--- src/umiram_cfg_pkg.sv ---
package umiram_cfg_pkg;

    localparam int umi_addr_w = 16;
    localparam int umi_data_w = 64;
    localparam int mem_addr_w = 8;

    // bytes in one data word and in the whole RAM
    localparam int data_bytes = umi_data_w / 8;
    localparam int mem_depth  = 2 ** mem_addr_w;

    localparam int n_ports = 2;

    typedef logic [umi_addr_w-1:0] umi_addr_t;
    typedef logic [umi_data_w-1:0] umi_data_t;
    typedef logic [mem_addr_w-1:0] mem_addr_t;
    // byte count of one transfer, 1 to 8
    typedef logic [3:0]            nbytes_t;

endpackage

--- src/umi_pkg.sv ---
package umi_pkg;

    typedef logic [31:0] umi_cmd_t;
    typedef logic [4:0]  umi_opcode_t;
    typedef logic [2:0]  umi_size_t;
    typedef logic [7:0]  umi_atype_t;

    // command word field positions
    localparam int umi_opcode_lsb = 0;
    localparam int umi_opcode_w   = 5;
    localparam int umi_size_lsb   = 5;
    localparam int umi_size_w     = 3;
    // len and atype share the same bits
    localparam int umi_len_lsb    = 8;
    localparam int umi_len_w      = 8;
    localparam int umi_atype_lsb  = 8;
    localparam int umi_atype_w    = 8;
    localparam int umi_qos_lsb    = 16;
    localparam int umi_qos_w      = 4;
    localparam int umi_prot_lsb   = 20;
    localparam int umi_prot_w     = 2;
    localparam int umi_eom_lsb    = 22;
    localparam int umi_eof_lsb    = 23;
    localparam int umi_ex_lsb     = 24;
    localparam int umi_user_lsb   = 25;
    localparam int umi_user_w     = 2;
    localparam int umi_hostid_lsb = 27;
    localparam int umi_hostid_w   = 5;

    localparam umi_opcode_t umi_req_read   = 5'd1;
    localparam umi_opcode_t umi_resp_read  = 5'd2;
    localparam umi_opcode_t umi_req_write  = 5'd3;
    localparam umi_opcode_t umi_resp_write = 5'd4;
    localparam umi_opcode_t umi_req_posted = 5'd5;
    localparam umi_opcode_t umi_req_atomic = 5'd9;

    localparam umi_atype_t umi_atomic_swap = 8'd0;
    localparam umi_atype_t umi_atomic_add  = 8'd1;
    localparam umi_atype_t umi_atomic_and  = 8'd2;
    localparam umi_atype_t umi_atomic_or   = 8'd3;
    localparam umi_atype_t umi_atomic_xor  = 8'd4;
    localparam umi_atype_t umi_atomic_max  = 8'd5;
    localparam umi_atype_t umi_atomic_min  = 8'd6;
    localparam umi_atype_t umi_atomic_maxu = 8'd7;
    localparam umi_atype_t umi_atomic_minu = 8'd8;

endpackage
--- src/umiram_arb.sv ---
`timescale 1ns/1ps

module umiram_arb (
    input  logic                      clk,
    input  logic                      rst_n,
    input  logic                      p0_req,
    input  logic                      p0_write,
    input  logic                      p0_atomic,
    input  umi_pkg::umi_atype_t       p0_atype,
    input  umiram_cfg_pkg::mem_addr_t p0_addr,
    input  umi_pkg::umi_size_t        p0_size,
    input  umiram_cfg_pkg::nbytes_t   p0_nbytes,
    input  umiram_cfg_pkg::umi_data_t p0_wdata,
    output logic                      p0_gnt,
    output logic                      p0_rvalid,
    output umiram_cfg_pkg::umi_data_t p0_rdata,
    input  logic                      p1_req,
    input  logic                      p1_write,
    input  logic                      p1_atomic,
    input  umi_pkg::umi_atype_t       p1_atype,
    input  umiram_cfg_pkg::mem_addr_t p1_addr,
    input  umi_pkg::umi_size_t        p1_size,
    input  umiram_cfg_pkg::nbytes_t   p1_nbytes,
    input  umiram_cfg_pkg::umi_data_t p1_wdata,
    output logic                      p1_gnt,
    output logic                      p1_rvalid,
    output umiram_cfg_pkg::umi_data_t p1_rdata,
    output logic                      mem_en,
    output logic                      mem_write,
    output logic                      mem_atomic,
    output umi_pkg::umi_atype_t       mem_atype,
    output umiram_cfg_pkg::mem_addr_t mem_addr,
    output umi_pkg::umi_size_t        mem_size,
    output umiram_cfg_pkg::nbytes_t   mem_nbytes,
    output umiram_cfg_pkg::umi_data_t mem_wdata,
    input  umiram_cfg_pkg::umi_data_t rd_data
);
    import umiram_cfg_pkg::*;

    logic [n_ports-1:0] req;
    logic [n_ports-1:0] gnt;
    // high when port 1 won the last grant
    logic               last_gnt;
    logic               rd_pending;
    logic               rd_owner;

    assign req = {p1_req, p0_req};

    // on a tie the port not granted last wins
    assign gnt[0] = req[0] & (~req[1] | last_gnt);
    assign gnt[1] = req[1] & (~req[0] | ~last_gnt);

    assign p0_gnt = gnt[0];
    assign p1_gnt = gnt[1];
    assign mem_en = |gnt;

    assign mem_write  = gnt[1] ? p1_write  : p0_write;
    assign mem_atomic = gnt[1] ? p1_atomic : p0_atomic;
    assign mem_atype  = gnt[1] ? p1_atype  : p0_atype;
    assign mem_addr   = gnt[1] ? p1_addr   : p0_addr;
    assign mem_size   = gnt[1] ? p1_size   : p0_size;
    assign mem_nbytes = gnt[1] ? p1_nbytes : p0_nbytes;
    assign mem_wdata  = gnt[1] ? p1_wdata  : p0_wdata;

    always_ff @(posedge clk or negedge rst_n) begin
        if (!rst_n) begin
            last_gnt   <= 1'b0;
            rd_pending <= 1'b0;
            rd_owner   <= 1'b0;
        end else begin
            rd_pending <= mem_en;
            if (mem_en) begin
                last_gnt <= gnt[1];
                rd_owner <= gnt[1];
            end
        end
    end

    // read data lands one cycle after the grant
    assign p0_rvalid = rd_pending & ~rd_owner;
    assign p1_rvalid = rd_pending & rd_owner;
    assign p0_rdata  = rd_data;
    assign p1_rdata  = rd_data;

endmodule

--- config.mk ---
export PLATFORM = sky130hd
export DESIGN_NAME = umiram_arb
export DESIGN_NICKNAME = d
export VERILOG_FILES = /design/src/umiram_cfg_pkg.sv /design/src/umi_pkg.sv /design/src/umiram_arb.sv
export SDC_FILE = /design/constraint.sdc
export NUM_CORES = 1
export LEC_CHECK = 0
export BUFFER_PORTS_ARGS = -buffer_cell sky130_fd_sc_hd__buf_2
export CORE_AREA = 8 8 175 177
export DETAILED_ROUTE_END_ITERATION = 12
export DIE_AREA = 0 0 183 185
export SLEW_MARGIN = 20
export SYNTH_ARGS = -nofsm -noshare
export SYNTH_HDL_FRONTEND = slang
export SYNTH_SLANG_ARGS = --single-unit
export TNS_END_PERCENT = 50
--- constraint.sdc ---
create_clock -name clk -period 3.7 [get_ports clk]
set_input_delay 0.74 -clock clk [delete_from_list [all_inputs] [get_ports clk]]
set_output_delay 0.74 -clock clk [all_outputs]
set_load 0.02 [all_outputs]
Word level (Yosys, flattened, before mapping) --
Cells that the tools add are included.
Word-level totals: register bits after elaboration 2, word-level logic and storage cells 19, input bits 246
Operators by class: reductions and logical operators 1, bitwise gates (word level) 9, mux-type cells 7
Operator list (count):
- two-way mux 64 bit | 1
- two-way mux 8 bit | 2
- AND 1 bit | 4
- two-way mux 4 bit | 1
- two-way mux 3 bit | 1
- NOT 1 bit | 3
- two-way mux 1 bit | 2
- bitwise OR 1 bit | 2
- OR reduction 2 bit | 1

Longest topological paths before layout --
depth in word-level cells 4, depth in mapped cells 4, gate-level depth less buffers 2

Worst setup path before layout --
Ideal clock, no wire load.
kind in2out, start in p1_req, end out mem_wdata[54], cell stages on the path 4, path slack 1367 ps, arrival 1593 ps, required time 2960 ps, path through a21boi_2 -> buf_12 -> buf_12 -> mux2_4
Between the ends: longest elaborated chain between the ends 2
RTL lines:
- start, declared | RTL line umiram_arb.sv:17 | input logic p1_req,
- AND 1 bit | RTL line umiram_arb.sv:51 | assign gnt[1] = req[1] & (~req[0] | ~last_gnt);
- via p1_gnt | RTL line umiram_arb.sv:25 | output logic p1_gnt,
- two-way mux 64 bit | RTL line umiram_arb.sv:63 | assign mem_wdata = gnt[1] ? p1_wdata : p0_wdata;
- end, declared | RTL line umiram_arb.sv:35 | output umiram_cfg_pkg::umi_data_t mem_wdata,
The timed path passes the listed nets, and every way through them passes these cells.

Worst setup path in the final report --
start in p0_req, end out mem_wdata[4]
Between the ends: longest elaborated chain between the ends 4
RTL lines:
- start, declared | RTL line umiram_arb.sv:6 | input logic p0_req,
- NOT 1 bit | RTL line umiram_arb.sv:51
- bitwise OR 1 bit | RTL line umiram_arb.sv:51
- AND 1 bit | RTL line umiram_arb.sv:51
- two-way mux 64 bit | RTL line umiram_arb.sv:63
No other way between the ends.

==> flow_summary_export.csv <==
group,metric,value,unit
drt,wl,14500,um
global_route,grt_pass1_vias,2358,
global_route,track_usage,0.0770,
drt,drtPass1Iterations,4,
clock_tree,cts.repair.resized,0,
clock_tree,cts_root_buf,"clkbuf_16",
critical_path,end_kind,"output pin",
power,p_per_area,220,nW/um2
clock_tree,cts_setup_buffers,0,
drt,drtAntennaViolNets,0,
cells_and_area,syn_to_final_growth,34.0,%
power,peakVddDrop,106,uV
power,p_leak,1.94,nW
status,outcome,"complete, no violations",
critical_path,cp.required,2.96,ns
yosys,synth.distinct_cells,12,
yosys,synth.avg_cell_area,11.0,um2
floorplanning,row_count,62,
sta,fin_tns_setup,0,ns
yosys,ys_ff_latch,2,
clock_tree,cts_buffers,3,
floorplanning,die_y,185,um
clock_tree,cts.htree.levels,1,
yosys,seq_area_frac_synth,0.0192,
drt,drt_iter0_markers,32,
power,p_total,0.767,mW
drt,drc,0,
clock_tree,clock_path_buffers,2,
job,drv_cap,0,
floorplanning,core_area,28100,um2
drt,drt-wirelength-per-cell,18.8,um
floorplanning,num_io_pins,468,
sta,timing.fmax,335,MHz
sta,rsz0062_at_grt,"no",
sta,setup_violations,0,
global_route,antenna_found_initial,5,
critical_path,path_class,"primary input to output pin",
global_route,grt_max_degree,33,
placed_design,gp_congestion,0.835,
yosys,synth_top_cell_area_share,0.513,
yosys,netlist_area,2600,um2
sta,post-route-period-util,0.807,
floorplanning,dieArea,33900,um2
critical_path,start_kind,"primary input",
sta,finalHoldViolations,0,
placed_design,post-dp-hpwl,13800,um
clock_tree,clk-insertion-delay-late,0.21,ns
critical_path,cp_data_arrival_time,2.25,ns
critical_path,timing.rr.start,"last_gnt",
global_route,grt_overflow_total,0,
sta,skew,0,ns
clock_tree,clock-sinks,2,
clock_tree,clk_pin_slew_worst_paths,0.03,ns
yosys,synthesis.instances,237,
critical_path,crit_path_start,"p0_req",
drt,via_per_inst,2.88,
critical_path,cp_max_fo,32,
cells_and_area,diodes,0,
floorplanning,start_util,0.0927,
placed_design,io_buffer_count,275,
drt,vias,2224,
yosys,synth_largest_area_cell,"mux2_4",
min_path,hold_class,"primary input to asynchronous set/reset pin",
global_route,grt_pass1_wl,18600,um
cells_and_area,nets,636,
sta,drv_slew,0,
cells_and_area,drive_gt1_frac,0.985,
yosys,synth_nets,483,
clock_tree,hold_buffers,0,
sta,min_period,2.99,ns
floorplanning,die_w,183,um
sta,worst_pin_slew,0.622,ns
sta,maxSlewHeadroom,0.585,
yosys,synthTopCellsByArea,"mux2_4 51%, buf_4 37%, buf_12 7.7%, dfrtp_1 1.9%, a21boi_2 0.43%",
yosys,yosysWarningCount,0,
clock_tree,tritoncts,"built",
==> routing by layer <==
metal  wire, um  GRT usage  vias to the layer above
met1       4540     0.0697                      943
li1           -          -                      968
met5         12          0                        -
met3       2090     0.0371                       94
met4        792     0.0410                        2
met2       7100      0.141                      217
==> cells in the mapped netlist <==
cell        n
and2b_2     1
inv_1       1
mux2_4     89
nand2b_1    1
buf_4     128
or2_2       1
and2_2      1
dfrtp_1     2
a21boi_2    1
o21ai_0     1
and2_1      1
buf_12     10
==> report_power, final <==
part / internal (mW) / switching, mW / total, mW / leakage, nW
logic: 0.301 / 0.279 / 0.580 / 1.88
registers: 0.0242 / 0.00295 / 0.0272 / 0.0222
clock network: 0.137 / 0.0218 / 0.159 / 0.0370
==> final timing paths <==
check | to | slack, ns | cells after the start
min reg2reg | last_gnt | 0.62 | 2
min | rd_pending | 0.30 | 1
max reg2reg | last_gnt | 2.92 | 2
max | mem_wdata[4] | 0.71 | 5
max in group asynchronous | last_gnt | 3.30 | 1
min in group clk | last_gnt | 0.62 | 2
==> cells in the final DEF, fill, tap and decap left out, drive strengths merged <==
| master | Yosys | routed |
|---|---|---|
| inv | 1 | 1 |
| mux2 | 89 | 89 |
| a21boi | 1 | 1 |
| buf | 138 | 286 |
| nand2b | 1 | 1 |
| and2 | 2 | 2 |
| and2b | 1 | 1 |
| dfrtp | 2 | 2 |
| clkbuf | 0 | 3 |
| o21ai | 1 | 1 |
| or2 | 1 | 1 |
==> sequential cells by signal, summed over array words and instances (netlist names) <==
name and flops:
last_gnt 1, rd_pending 1
==> final cells by class <==
class / count / area (um2)
inverter: 1 / 3.75
multi-input combinational: 96 / 1400
fill: 3244 / 24600
timing repair buffer: 286 / 1480
sequential: 2 / 50.0
clock buffer: 3 / 75.1
tap: 384 / 480
==> metrics by stage <==
stage	hold slack, ns	instances	setup WS, ns	instance area (um2)	utilization
detailed placement	0.526	769	0.677	3410	0.122
floorplan	0.444	237	1.37	2600	-
finish	0.301	772	0.713	3490	0.124
CTS	0.298	772	0.661	3490	0.124
global placement	0.524	769	0.697	3410	0.122
global route	0.301	772	0.605	3490	0.124
==> worst max-delay path, cell delays in order <==
cell,delay (ns)
buf_2,0.13
a21boi_4,0.52
buf_12,0.32
mux2_4,0.33
buf_2,0.16
==> cell families (layout without fill, tap and decap cells) <==
kind of cell | count (synthesis) | in the layout | share of synthesized area
AO/OA/AOI/OAI | 2 | 2 | 0.00625
multiplexers | 89 | 89 | 0.513
buffers and inverters | 139 | 290 | 0.448
flip-flops | 2 | 2 | 0.0192
AND/OR/NAND/NOR | 5 | 5 | 0.0135
Power figures use the tool's default switching activity.
