### config.mk
export PLATFORM = sky130hd
export DESIGN_NAME = umi_req_port
export DESIGN_NICKNAME = d
export VERILOG_FILES = /design/src/umiram_cfg_pkg.sv /design/src/umi_pkg.sv /design/src/umi_req_port.sv
export SDC_FILE = /design/constraint.sdc
export NUM_CORES = 1
export LEC_CHECK = 0
export ABC_AREA = 1
export BUFFER_PORTS_ARGS = -buffer_cell sky130_fd_sc_hd__buf_4
export CAP_MARGIN = 30
export CELL_PAD_IN_SITES_DETAIL_PLACEMENT = 1
export CELL_PAD_IN_SITES_GLOBAL_PLACEMENT = 2
export CORE_AREA = 2 2 164 166
export CTS_CLUSTER_DIAMETER = 60
export DETAILED_ROUTE_END_ITERATION = 16
export DIE_AREA = 0 0 166 168
export GPL_ROUTABILITY_DRIVEN = 0
export PLACE_DENSITY = 0.81
export SYNTH_ARGS = -nofsm -noshare
export SYNTH_HDL_FRONTEND = slang
export SYNTH_SLANG_ARGS = --single-unit
### constraint.sdc
create_clock -name clk -period 9 [get_ports clk]
set_input_delay 1.8 -clock clk [delete_from_list [all_inputs] [get_ports clk]]
set_output_delay 1.8 -clock clk [all_outputs]
set_load 0.02 [all_outputs]
### src/umiram_cfg_pkg.sv
package umiram_cfg_pkg;

    localparam int umi_addr_w = 16;
    localparam int umi_data_w = 64;
    localparam int mem_addr_w = 8;

    // bytes in one data word and in the whole RAM
    localparam int data_bytes = umi_data_w / 8;
    localparam int mem_depth  = 2 ** mem_addr_w;

    localparam int n_ports = 2;

    typedef logic [umi_addr_w-1:0] umi_addr_t;
    typedef logic [umi_data_w-1:0] umi_data_t;
    typedef logic [mem_addr_w-1:0] mem_addr_t;
    // byte count of one transfer, 1 to 8
    typedef logic [3:0]            nbytes_t;

endpackage

### src/umi_pkg.sv
package umi_pkg;

    typedef logic [31:0] umi_cmd_t;
    typedef logic [4:0]  umi_opcode_t;
    typedef logic [2:0]  umi_size_t;
    typedef logic [7:0]  umi_atype_t;

    // command word field positions
    localparam int umi_opcode_lsb = 0;
    localparam int umi_opcode_w   = 5;
    localparam int umi_size_lsb   = 5;
    localparam int umi_size_w     = 3;
    // len and atype share the same bits
    localparam int umi_len_lsb    = 8;
    localparam int umi_len_w      = 8;
    localparam int umi_atype_lsb  = 8;
    localparam int umi_atype_w    = 8;
    localparam int umi_qos_lsb    = 16;
    localparam int umi_qos_w      = 4;
    localparam int umi_prot_lsb   = 20;
    localparam int umi_prot_w     = 2;
    localparam int umi_eom_lsb    = 22;
    localparam int umi_eof_lsb    = 23;
    localparam int umi_ex_lsb     = 24;
    localparam int umi_user_lsb   = 25;
    localparam int umi_user_w     = 2;
    localparam int umi_hostid_lsb = 27;
    localparam int umi_hostid_w   = 5;

    localparam umi_opcode_t umi_req_read   = 5'd1;
    localparam umi_opcode_t umi_resp_read  = 5'd2;
    localparam umi_opcode_t umi_req_write  = 5'd3;
    localparam umi_opcode_t umi_resp_write = 5'd4;
    localparam umi_opcode_t umi_req_posted = 5'd5;
    localparam umi_opcode_t umi_req_atomic = 5'd9;

    localparam umi_atype_t umi_atomic_swap = 8'd0;
    localparam umi_atype_t umi_atomic_add  = 8'd1;
    localparam umi_atype_t umi_atomic_and  = 8'd2;
    localparam umi_atype_t umi_atomic_or   = 8'd3;
    localparam umi_atype_t umi_atomic_xor  = 8'd4;
    localparam umi_atype_t umi_atomic_max  = 8'd5;
    localparam umi_atype_t umi_atomic_min  = 8'd6;
    localparam umi_atype_t umi_atomic_maxu = 8'd7;
    localparam umi_atype_t umi_atomic_minu = 8'd8;

endpackage
### src/umi_req_port.sv
`timescale 1ns/1ps

module umi_req_port (
    input  logic                     clk,
    input  logic                     rst_n,
    input  logic                     req_valid,
    output logic                     req_ready,
    input  umi_pkg::umi_cmd_t        req_cmd,
    input  umiram_cfg_pkg::umi_addr_t req_dstaddr,
    input  umiram_cfg_pkg::umi_addr_t req_srcaddr,
    input  umiram_cfg_pkg::umi_data_t req_data,
    output logic                     resp_valid,
    input  logic                     resp_ready,
    output umi_pkg::umi_cmd_t        resp_cmd,
    output umiram_cfg_pkg::umi_addr_t resp_dstaddr,
    output umiram_cfg_pkg::umi_addr_t resp_srcaddr,
    output umiram_cfg_pkg::umi_data_t resp_data,
    output logic                     mem_req,
    output logic                     mem_write,
    output logic                     mem_atomic,
    output umi_pkg::umi_atype_t      mem_atype,
    output umiram_cfg_pkg::mem_addr_t mem_addr,
    output umi_pkg::umi_size_t       mem_size,
    output umiram_cfg_pkg::nbytes_t  mem_nbytes,
    output umiram_cfg_pkg::umi_data_t mem_wdata,
    input  logic                     mem_gnt,
    input  logic                     mem_rvalid,
    input  umiram_cfg_pkg::umi_data_t mem_rdata
);
    import umi_pkg::*;
    import umiram_cfg_pkg::*;

    typedef enum logic [1:0] {
        st_idle,
        st_wait_grant,
        st_wait_data,
        st_respond
    } state_t;

    state_t      state;
    umi_cmd_t    cmd_q;
    umi_addr_t   dstaddr_q;
    umi_addr_t   srcaddr_q;
    umi_data_t   data_q;
    umi_opcode_t opcode;
    logic        is_read;
    logic        is_write;
    logic        is_posted;
    logic        is_atomic;
    nbytes_t     len_eff;

    assign opcode    = cmd_q[umi_opcode_lsb +: umi_opcode_w];
    assign is_read   = opcode == umi_req_read;
    assign is_write  = opcode == umi_req_write;
    assign is_posted = opcode == umi_req_posted;
    assign is_atomic = opcode == umi_req_atomic;

    // atomics always move one word
    assign len_eff    = is_atomic ? '0 : nbytes_t'(cmd_q[umi_len_lsb +: umi_len_w]);
    assign mem_size   = cmd_q[umi_size_lsb +: umi_size_w];
    assign mem_nbytes = (len_eff + nbytes_t'(1)) << mem_size;

    assign req_ready  = state == st_idle;
    assign mem_req    = state == st_wait_grant;
    assign mem_write  = is_write | is_posted;
    assign mem_atomic = is_atomic;
    assign mem_atype  = cmd_q[umi_atype_lsb +: umi_atype_w];
    assign mem_addr   = dstaddr_q[mem_addr_w-1:0];
    assign mem_wdata  = data_q;

    always_ff @(posedge clk or negedge rst_n) begin
        if (!rst_n) begin
            state <= st_idle;
        end else begin
            case (state)
                st_idle: begin
                    if (req_valid) begin
                        state <= st_wait_grant;
                    end
                end
                st_wait_grant: begin
                    // posted writes are done once granted
                    if (mem_gnt) begin
                        state <= is_posted ? st_idle : st_wait_data;
                    end
                end
                st_wait_data: begin
                    if (mem_rvalid) begin
                        state <= st_respond;
                    end
                end
                default: begin
                    if (resp_ready) begin
                        state <= st_idle;
                    end
                end
            endcase
        end
    end

    always_ff @(posedge clk) begin
        if (req_valid && req_ready) begin
            cmd_q     <= req_cmd;
            dstaddr_q <= req_dstaddr;
            srcaddr_q <= req_srcaddr;
            data_q    <= req_data;
        end
        if (state == st_wait_data && mem_rvalid) begin
            resp_data <= (is_read || is_atomic) ? mem_rdata : '0;
        end
    end

    assign resp_valid   = state == st_respond;
    assign resp_dstaddr = srcaddr_q;
    assign resp_srcaddr = dstaddr_q;

    always_comb begin
        resp_cmd = '0;
        resp_cmd[umi_opcode_lsb +: umi_opcode_w] = is_write ? umi_resp_write : umi_resp_read;
        resp_cmd[umi_size_lsb +: umi_size_w]     = mem_size;
        resp_cmd[umi_len_lsb +: umi_len_w]       = is_atomic ? '0 : cmd_q[umi_len_lsb +: umi_len_w];
        resp_cmd[umi_qos_lsb +: umi_qos_w]       = cmd_q[umi_qos_lsb +: umi_qos_w];
        resp_cmd[umi_prot_lsb +: umi_prot_w]     = cmd_q[umi_prot_lsb +: umi_prot_w];
        resp_cmd[umi_eom_lsb]                    = cmd_q[umi_eom_lsb];
        resp_cmd[umi_eof_lsb]                    = cmd_q[umi_eof_lsb];
        resp_cmd[umi_ex_lsb]                     = cmd_q[umi_ex_lsb];
        resp_cmd[umi_user_lsb +: umi_user_w]     = cmd_q[umi_user_lsb +: umi_user_w];
        resp_cmd[umi_hostid_lsb +: umi_hostid_w] = cmd_q[umi_hostid_lsb +: umi_hostid_w];
    end

endmodule

* After elaboration in Yosys (flattened, before gate mapping)
Cells that the tools add are included.
** Storage, ports and cells
- Output and inout port bits :: 220
- Bits in registers :: 194
- Word-level logic and storage cells :: 34
- Bits of input ports :: 198
** Cells by class
- Muxes and demuxes :: 9
- Reduce and logical (&&, ||, !) cells :: 6
- Shift-type cells :: 1
- Bitwise operators :: 1
- $add $sub $neg :: 1
- Eq/ne operators :: 10
** Operator list (count)
- $mux W2 :: 5
- $mux W8 :: 1
- $pmux W2 S3 :: 1
- $eq A5 B1 Y1 const B :: 1
- $eq A5 B2 Y1 const B :: 1
- $eq A5 B3 Y1 const B :: 1
- $eq A5 B4 Y1 const B :: 1
- $add A4 B1 Y4 const B :: 1
- $eq A2 B2 Y1 const B :: 2
- $mux W4 :: 1
- $ne A2 B2 Y1 const B :: 2
- $reduce_and A4 Y1 :: 1
- $reduce_bool A4 Y1 :: 1
- $shl A4 B3 Y4 :: 1
- $mux W3 :: 1
- $eq A2 B1 Y1 const B :: 1
- $logic_and A1 B1 Y1 :: 2
- $logic_not A2 Y1 :: 1
- $ne A2 B1 Y1 const B :: 1
- $logic_or A1 B1 Y1 :: 1
- $or A1 B1 Y1 :: 1

* Depth between registers and ports, before layout
- Word-level depth :: 4
- Mapped depth :: 13
- Mapped depth without buffers :: 12

* Least setup slack after synthesis
No wires, ideal clock.
- Path type :: input -> register
- Start :: in req_valid
- End :: reg state[1]
- Setup time :: 129 ps
- Cell stages on the path :: 6
- Path buffers :: 0
- Required time :: 8871 ps
- Path slack :: 5020 ps
- Arrival :: 3851 ps
- Cell sequence :: nand2_1 > inv_2 > nor2_1 > or2_1 > o21ai_0 > o21ai_0
** Between the ends
- Longest elaborated chain between the ends :: 2
** RTL lines
- from (decl) :: line umi_req_port.sv:6 : input logic req_valid,
- $ne A2 B2 Y1 (no line)
- $reduce_and A4 Y1 (no line)
- to (signal assigned) :: line umi_req_port.sv:73 : state <= st_idle;
- to (signal assigned) :: line umi_req_port.sv:78 : state <= st_wait_grant;
- to (signal assigned) :: line umi_req_port.sv:84 : state <= is_posted ? st_idle : st_wait_data;
- to (decl) :: line umi_req_port.sv:40 : state_t state;
Every way passes these cells.
A chain may end at the register's enable or synchronous reset.

* Worst setup path in the final report
- Start :: reg cmd_q[2]
- End :: out mem_nbytes[3]
** Between the ends
- Longest elaborated chain between the ends :: 4
** RTL lines
- from (decl) :: line umi_req_port.sv:41 : umi_cmd_t cmd_q;
- from (signal assigned) :: line umi_req_port.sv:103 : cmd_q <= req_cmd;
- $eq A5 B4 Y1 :: line umi_req_port.sv:56 : assign is_atomic = opcode == umi_req_atomic;
- $mux W4 :: line umi_req_port.sv:59 : assign len_eff = is_atomic ? '0 : nbytes_t'(cmd_q[umi_len_lsb +: umi_len_w]);
- $add A4 B1 Y4 :: line umi_req_port.sv:61 : assign mem_nbytes = (len_eff + nbytes_t'(1)) << mem_size;
- $shl A4 B3 Y4 :: line umi_req_port.sv:61
- to (decl) :: line umi_req_port.sv:24 : output umiram_cfg_pkg::nbytes_t mem_nbytes,
Every way passes these cells.

==> out/metrics.yaml <==
status:
  run_status: "finished, final reports clean"
min_path:
  hp-class: "reg2reg"
setup_path:
  worstSetupEndpointType: "output pin"
  path_buf_inv: 2
  crit_path_start_kind: "flop"
  path_class: "reg2out"
  crit_path_top_delay_cell: "edfxtp_1"
  max_stage_delay_ns: 0.41
  cp_common_cell: "nand2_1"
  crit_fanout: 12
  crit_family: "simple AND/OR/NAND/NOR gates"
  arrival_ns: 2.44
  required_ns: 7.20
  crit_chain: "nor2_2 -> nand3_2 -> nand2_1 -> inv_1 -> ha_1 -> mux2i_1 -> nand2_1 -> nand2_1 -> nor2_1 -> buf_4"
power:
  p_leak_uw: 0.00494
  ir_drop_v: 0.000139
  switchingPower_uw: 915
  intPower_uw: 1900
  swShare_pct: 32.5
  pwr-share-seq_pct: 44.9
  powerDensity_nw_per_um2: 257
  power_frac_comb_pct: 26.8
  clockPowerShare_pct: 28.3
clock_tree:
  cts-htree-levels: 4
  clock_sinks: 194
  cts_resized: 0
  post_cts_buffers: 0
  clockBufferDepth: 2
  numCtsBuffers: 17
  hold_buffers: 0
  cts_tree: "built"
  path_clk_slew_ns: 0.08
  clock_latency_ns: 0.43
  root_buffer: "clkbuf_16"
yosys:
  synthTopCellsByArea: "edfxtp_1 (82%), inv_1 (4.6%), buf_4 (4.5%), nor2_1 (3.8%), nand2_1 (1.1%)"
  seq_area_frac_synth_pct: 82.2
  syn_area_um2: 7070
  synth_area_leader_cell: "edfxtp_1"
  muxShareOfSynthArea_pct: 0.142
  synthXorXnorAreaFrac_pct: 0
  synth.top_cell.area_share_pct: 81.5
  synth-adder-area-share_pct: 1.06
  synth_compound_gate_area_share_pct: 0.548
  ys_types: 26
  ys_ff_latch: 194
  synth-simple-area-share_pct: 6.21
  synth_top_family_by_area: "buffers and inverters"
  synth_warnings: 0
  syn_inst: 453
  syn_area_per_cell_um2: 15.6
placed_design:
  numPortBuffers: 414
  dp_cells: 1164
  pre_cts_ws_ns: 5.19
  dp_hpwl_um: 16900
detailed_routing:
  avgViaCountPerCell: 4.03
  drt_first_pass_iters: 4
  drt_iter0_markers: 297
  final_antenna_net_count: 0
  totalWireLength_um: 21500
  route.detailed.drc: 0
  avgRoutedWirePerCell_um: 17.9
  num_vias: 4826
floorplanning:
  coreArea_um2: 26400
  start_util_pct: 26.8
  die_x_um: 166
  pin_count: 418
  die_area_um2: 27900
  num_rows: 60
  die_h_um: 168
global_route:
  grt_pass1_wl_um: 31100
  grt_pass1_vias: 5053
  grt.total_usage_pct: 15.0
  grt_remaining_overflow: 0
  grt_max_degree: 82
  grt_antenna_before_repair: 1
layout:
  nNetsFinal: 1047
  synthToLayoutAreaGrowth_pct: 54.9
  instances_no_fill: 1198
  drive_gt1_share_pct: 53.4
sta:
  layout_setup_ws_ns: 4.76
  post-route-period-util_pct: 47.1
  slew_viol_final: 0
  relSlewSlack_pct: 44.1
  worst_slew_pin_slew_ns: 0.839
  setup_tns_ns: 0
  hold_viol_final: 0
  setup_viol: 0
  rsz0062_at_grt: "no"
  period_minus_slack_ns: 4.24
  skew_ns: 0.0169
  fmax_ghz: 0.236
flow_run:
  maxCapViolations: 0
-- worst register-to-register path, delay by kind of cell (launching register included) --
family | cells | cell delay, ns
fa+ha+maj | 1 | 0.23
simple gates | 1 | 0.11
flops | 1 | 0.44
buf+inv | 4 | 1.21
-- power by group through the flow --
stage | clock network [uW] | registers [uW] | logic, uW
4_1_cts | 825 | 1270 | 757
6_report | 798 | 1260 | 754
5_1_grt | 859 | 1280 | 803
3_3_place_gp | 0 | 1280 | 746
3_5_place_dp | 0 | 1290 | 757
2_1_floorplan | 0 | 1430 | 255
-- logic make-up (layout without fill, tap and decap cells) --
family | count (synthesis) | after routing
flops | 194 | 194
buf+inv | 138 | 539
simple gates | 106 | 106
compound gates | 7 | 7
fa+ha+maj | 6 | 6
other cells | 1 | 4
mux | 1 | 1
-- metal layers --
layer,vias up,share of wire [%],global-route usage (%)
li1,2239,-,-
met1,2327,38,17.0
met2,240,52,25.9
met3,20,8.8,6.25
met4,0,1.7,4.69
met5,-,0,0
-- placed cells by master, fill, tap and decap left out, types with 2 or more instances in the layout --
master,count
conb_1,3
buf_4,417
inv_1,86
a21oi_1,2
nand2_1,20
dfrtp_1,2
nand3_2,2
ha_1,6
clkinv_4,2
o21ai_0,2
inv_12,2
clkbuf_16,17
nor2_1,71
inv_6,3
edfxtp_1,192
clkinv_8,6
nand3_1,4
nand4_1,3
-- worst paths after layout --
| kind | from | end | slack (ns) | cells past startpoint |
|---|---|---|---|---|
| max | cmd_q[2] | mem_nbytes[3] | 4.76 | 10 |
| min | state[0] | state[0] | 0.62 | 2 |
| max reg2reg | state[0] | cmd_q[25] | 6.61 | 6 |
| min reg2reg | state[0] | state[0] | 0.62 | 2 |
| max in group asynchronous | rst_n | state[1] | 7.76 | 1 |
| min in group asynchronous | rst_n | state[0] | 1.15 | 1 |
-- Yosys cell counts, drive strengths merged --
| library cell | count |
|---|---|
| o22ai | 1 |
| dfrtp | 2 |
| clkinv | 1 |
| inv | 88 |
| nand2 | 21 |
| o31ai | 1 |
| conb | 1 |
| nand4 | 3 |
| edfxtp | 192 |
| nor4 | 1 |
| nor2 | 73 |
| ha | 6 |
| nor3 | 1 |
| mux2i | 1 |
| nand3 | 6 |
| or2 | 1 |
| a21oi | 2 |
| o21ai | 3 |
| buf | 49 |
-- sequential cells by signal (all words and copies together) (netlist names) --
signal / cells
cmd_q: 32
resp_dstaddr: 16
mem_wdata: 64
state: 2
resp_data: 64
resp_srcaddr: 16
-- stage by stage --
step	cell area, um2	hold WS (ns)	util [%]	total power [uW]
after floorplan	7080	0.530	-	1690
after global placement	10300	0.563	39.0	2030
after detailed placement	10300	0.598	39.0	2050
after CTS	10900	0.617	41.5	2850
after global routing	11000	0.679	41.6	2940
final	11000	0.625	41.6	2820
-- layout make-up --
class / count / area, um2
clock inverter: 15 / 211
fill: 2835 / 15400
tap: 341 / 427
clock buffer: 17 / 425
inverter: 89 / 337
multi-input combinational: 123 / 577
antenna: 1 / 2.50
timing repair buffer: 418 / 3160
sequential: 194 / 5820
Power figures use the tool's default switching activity.
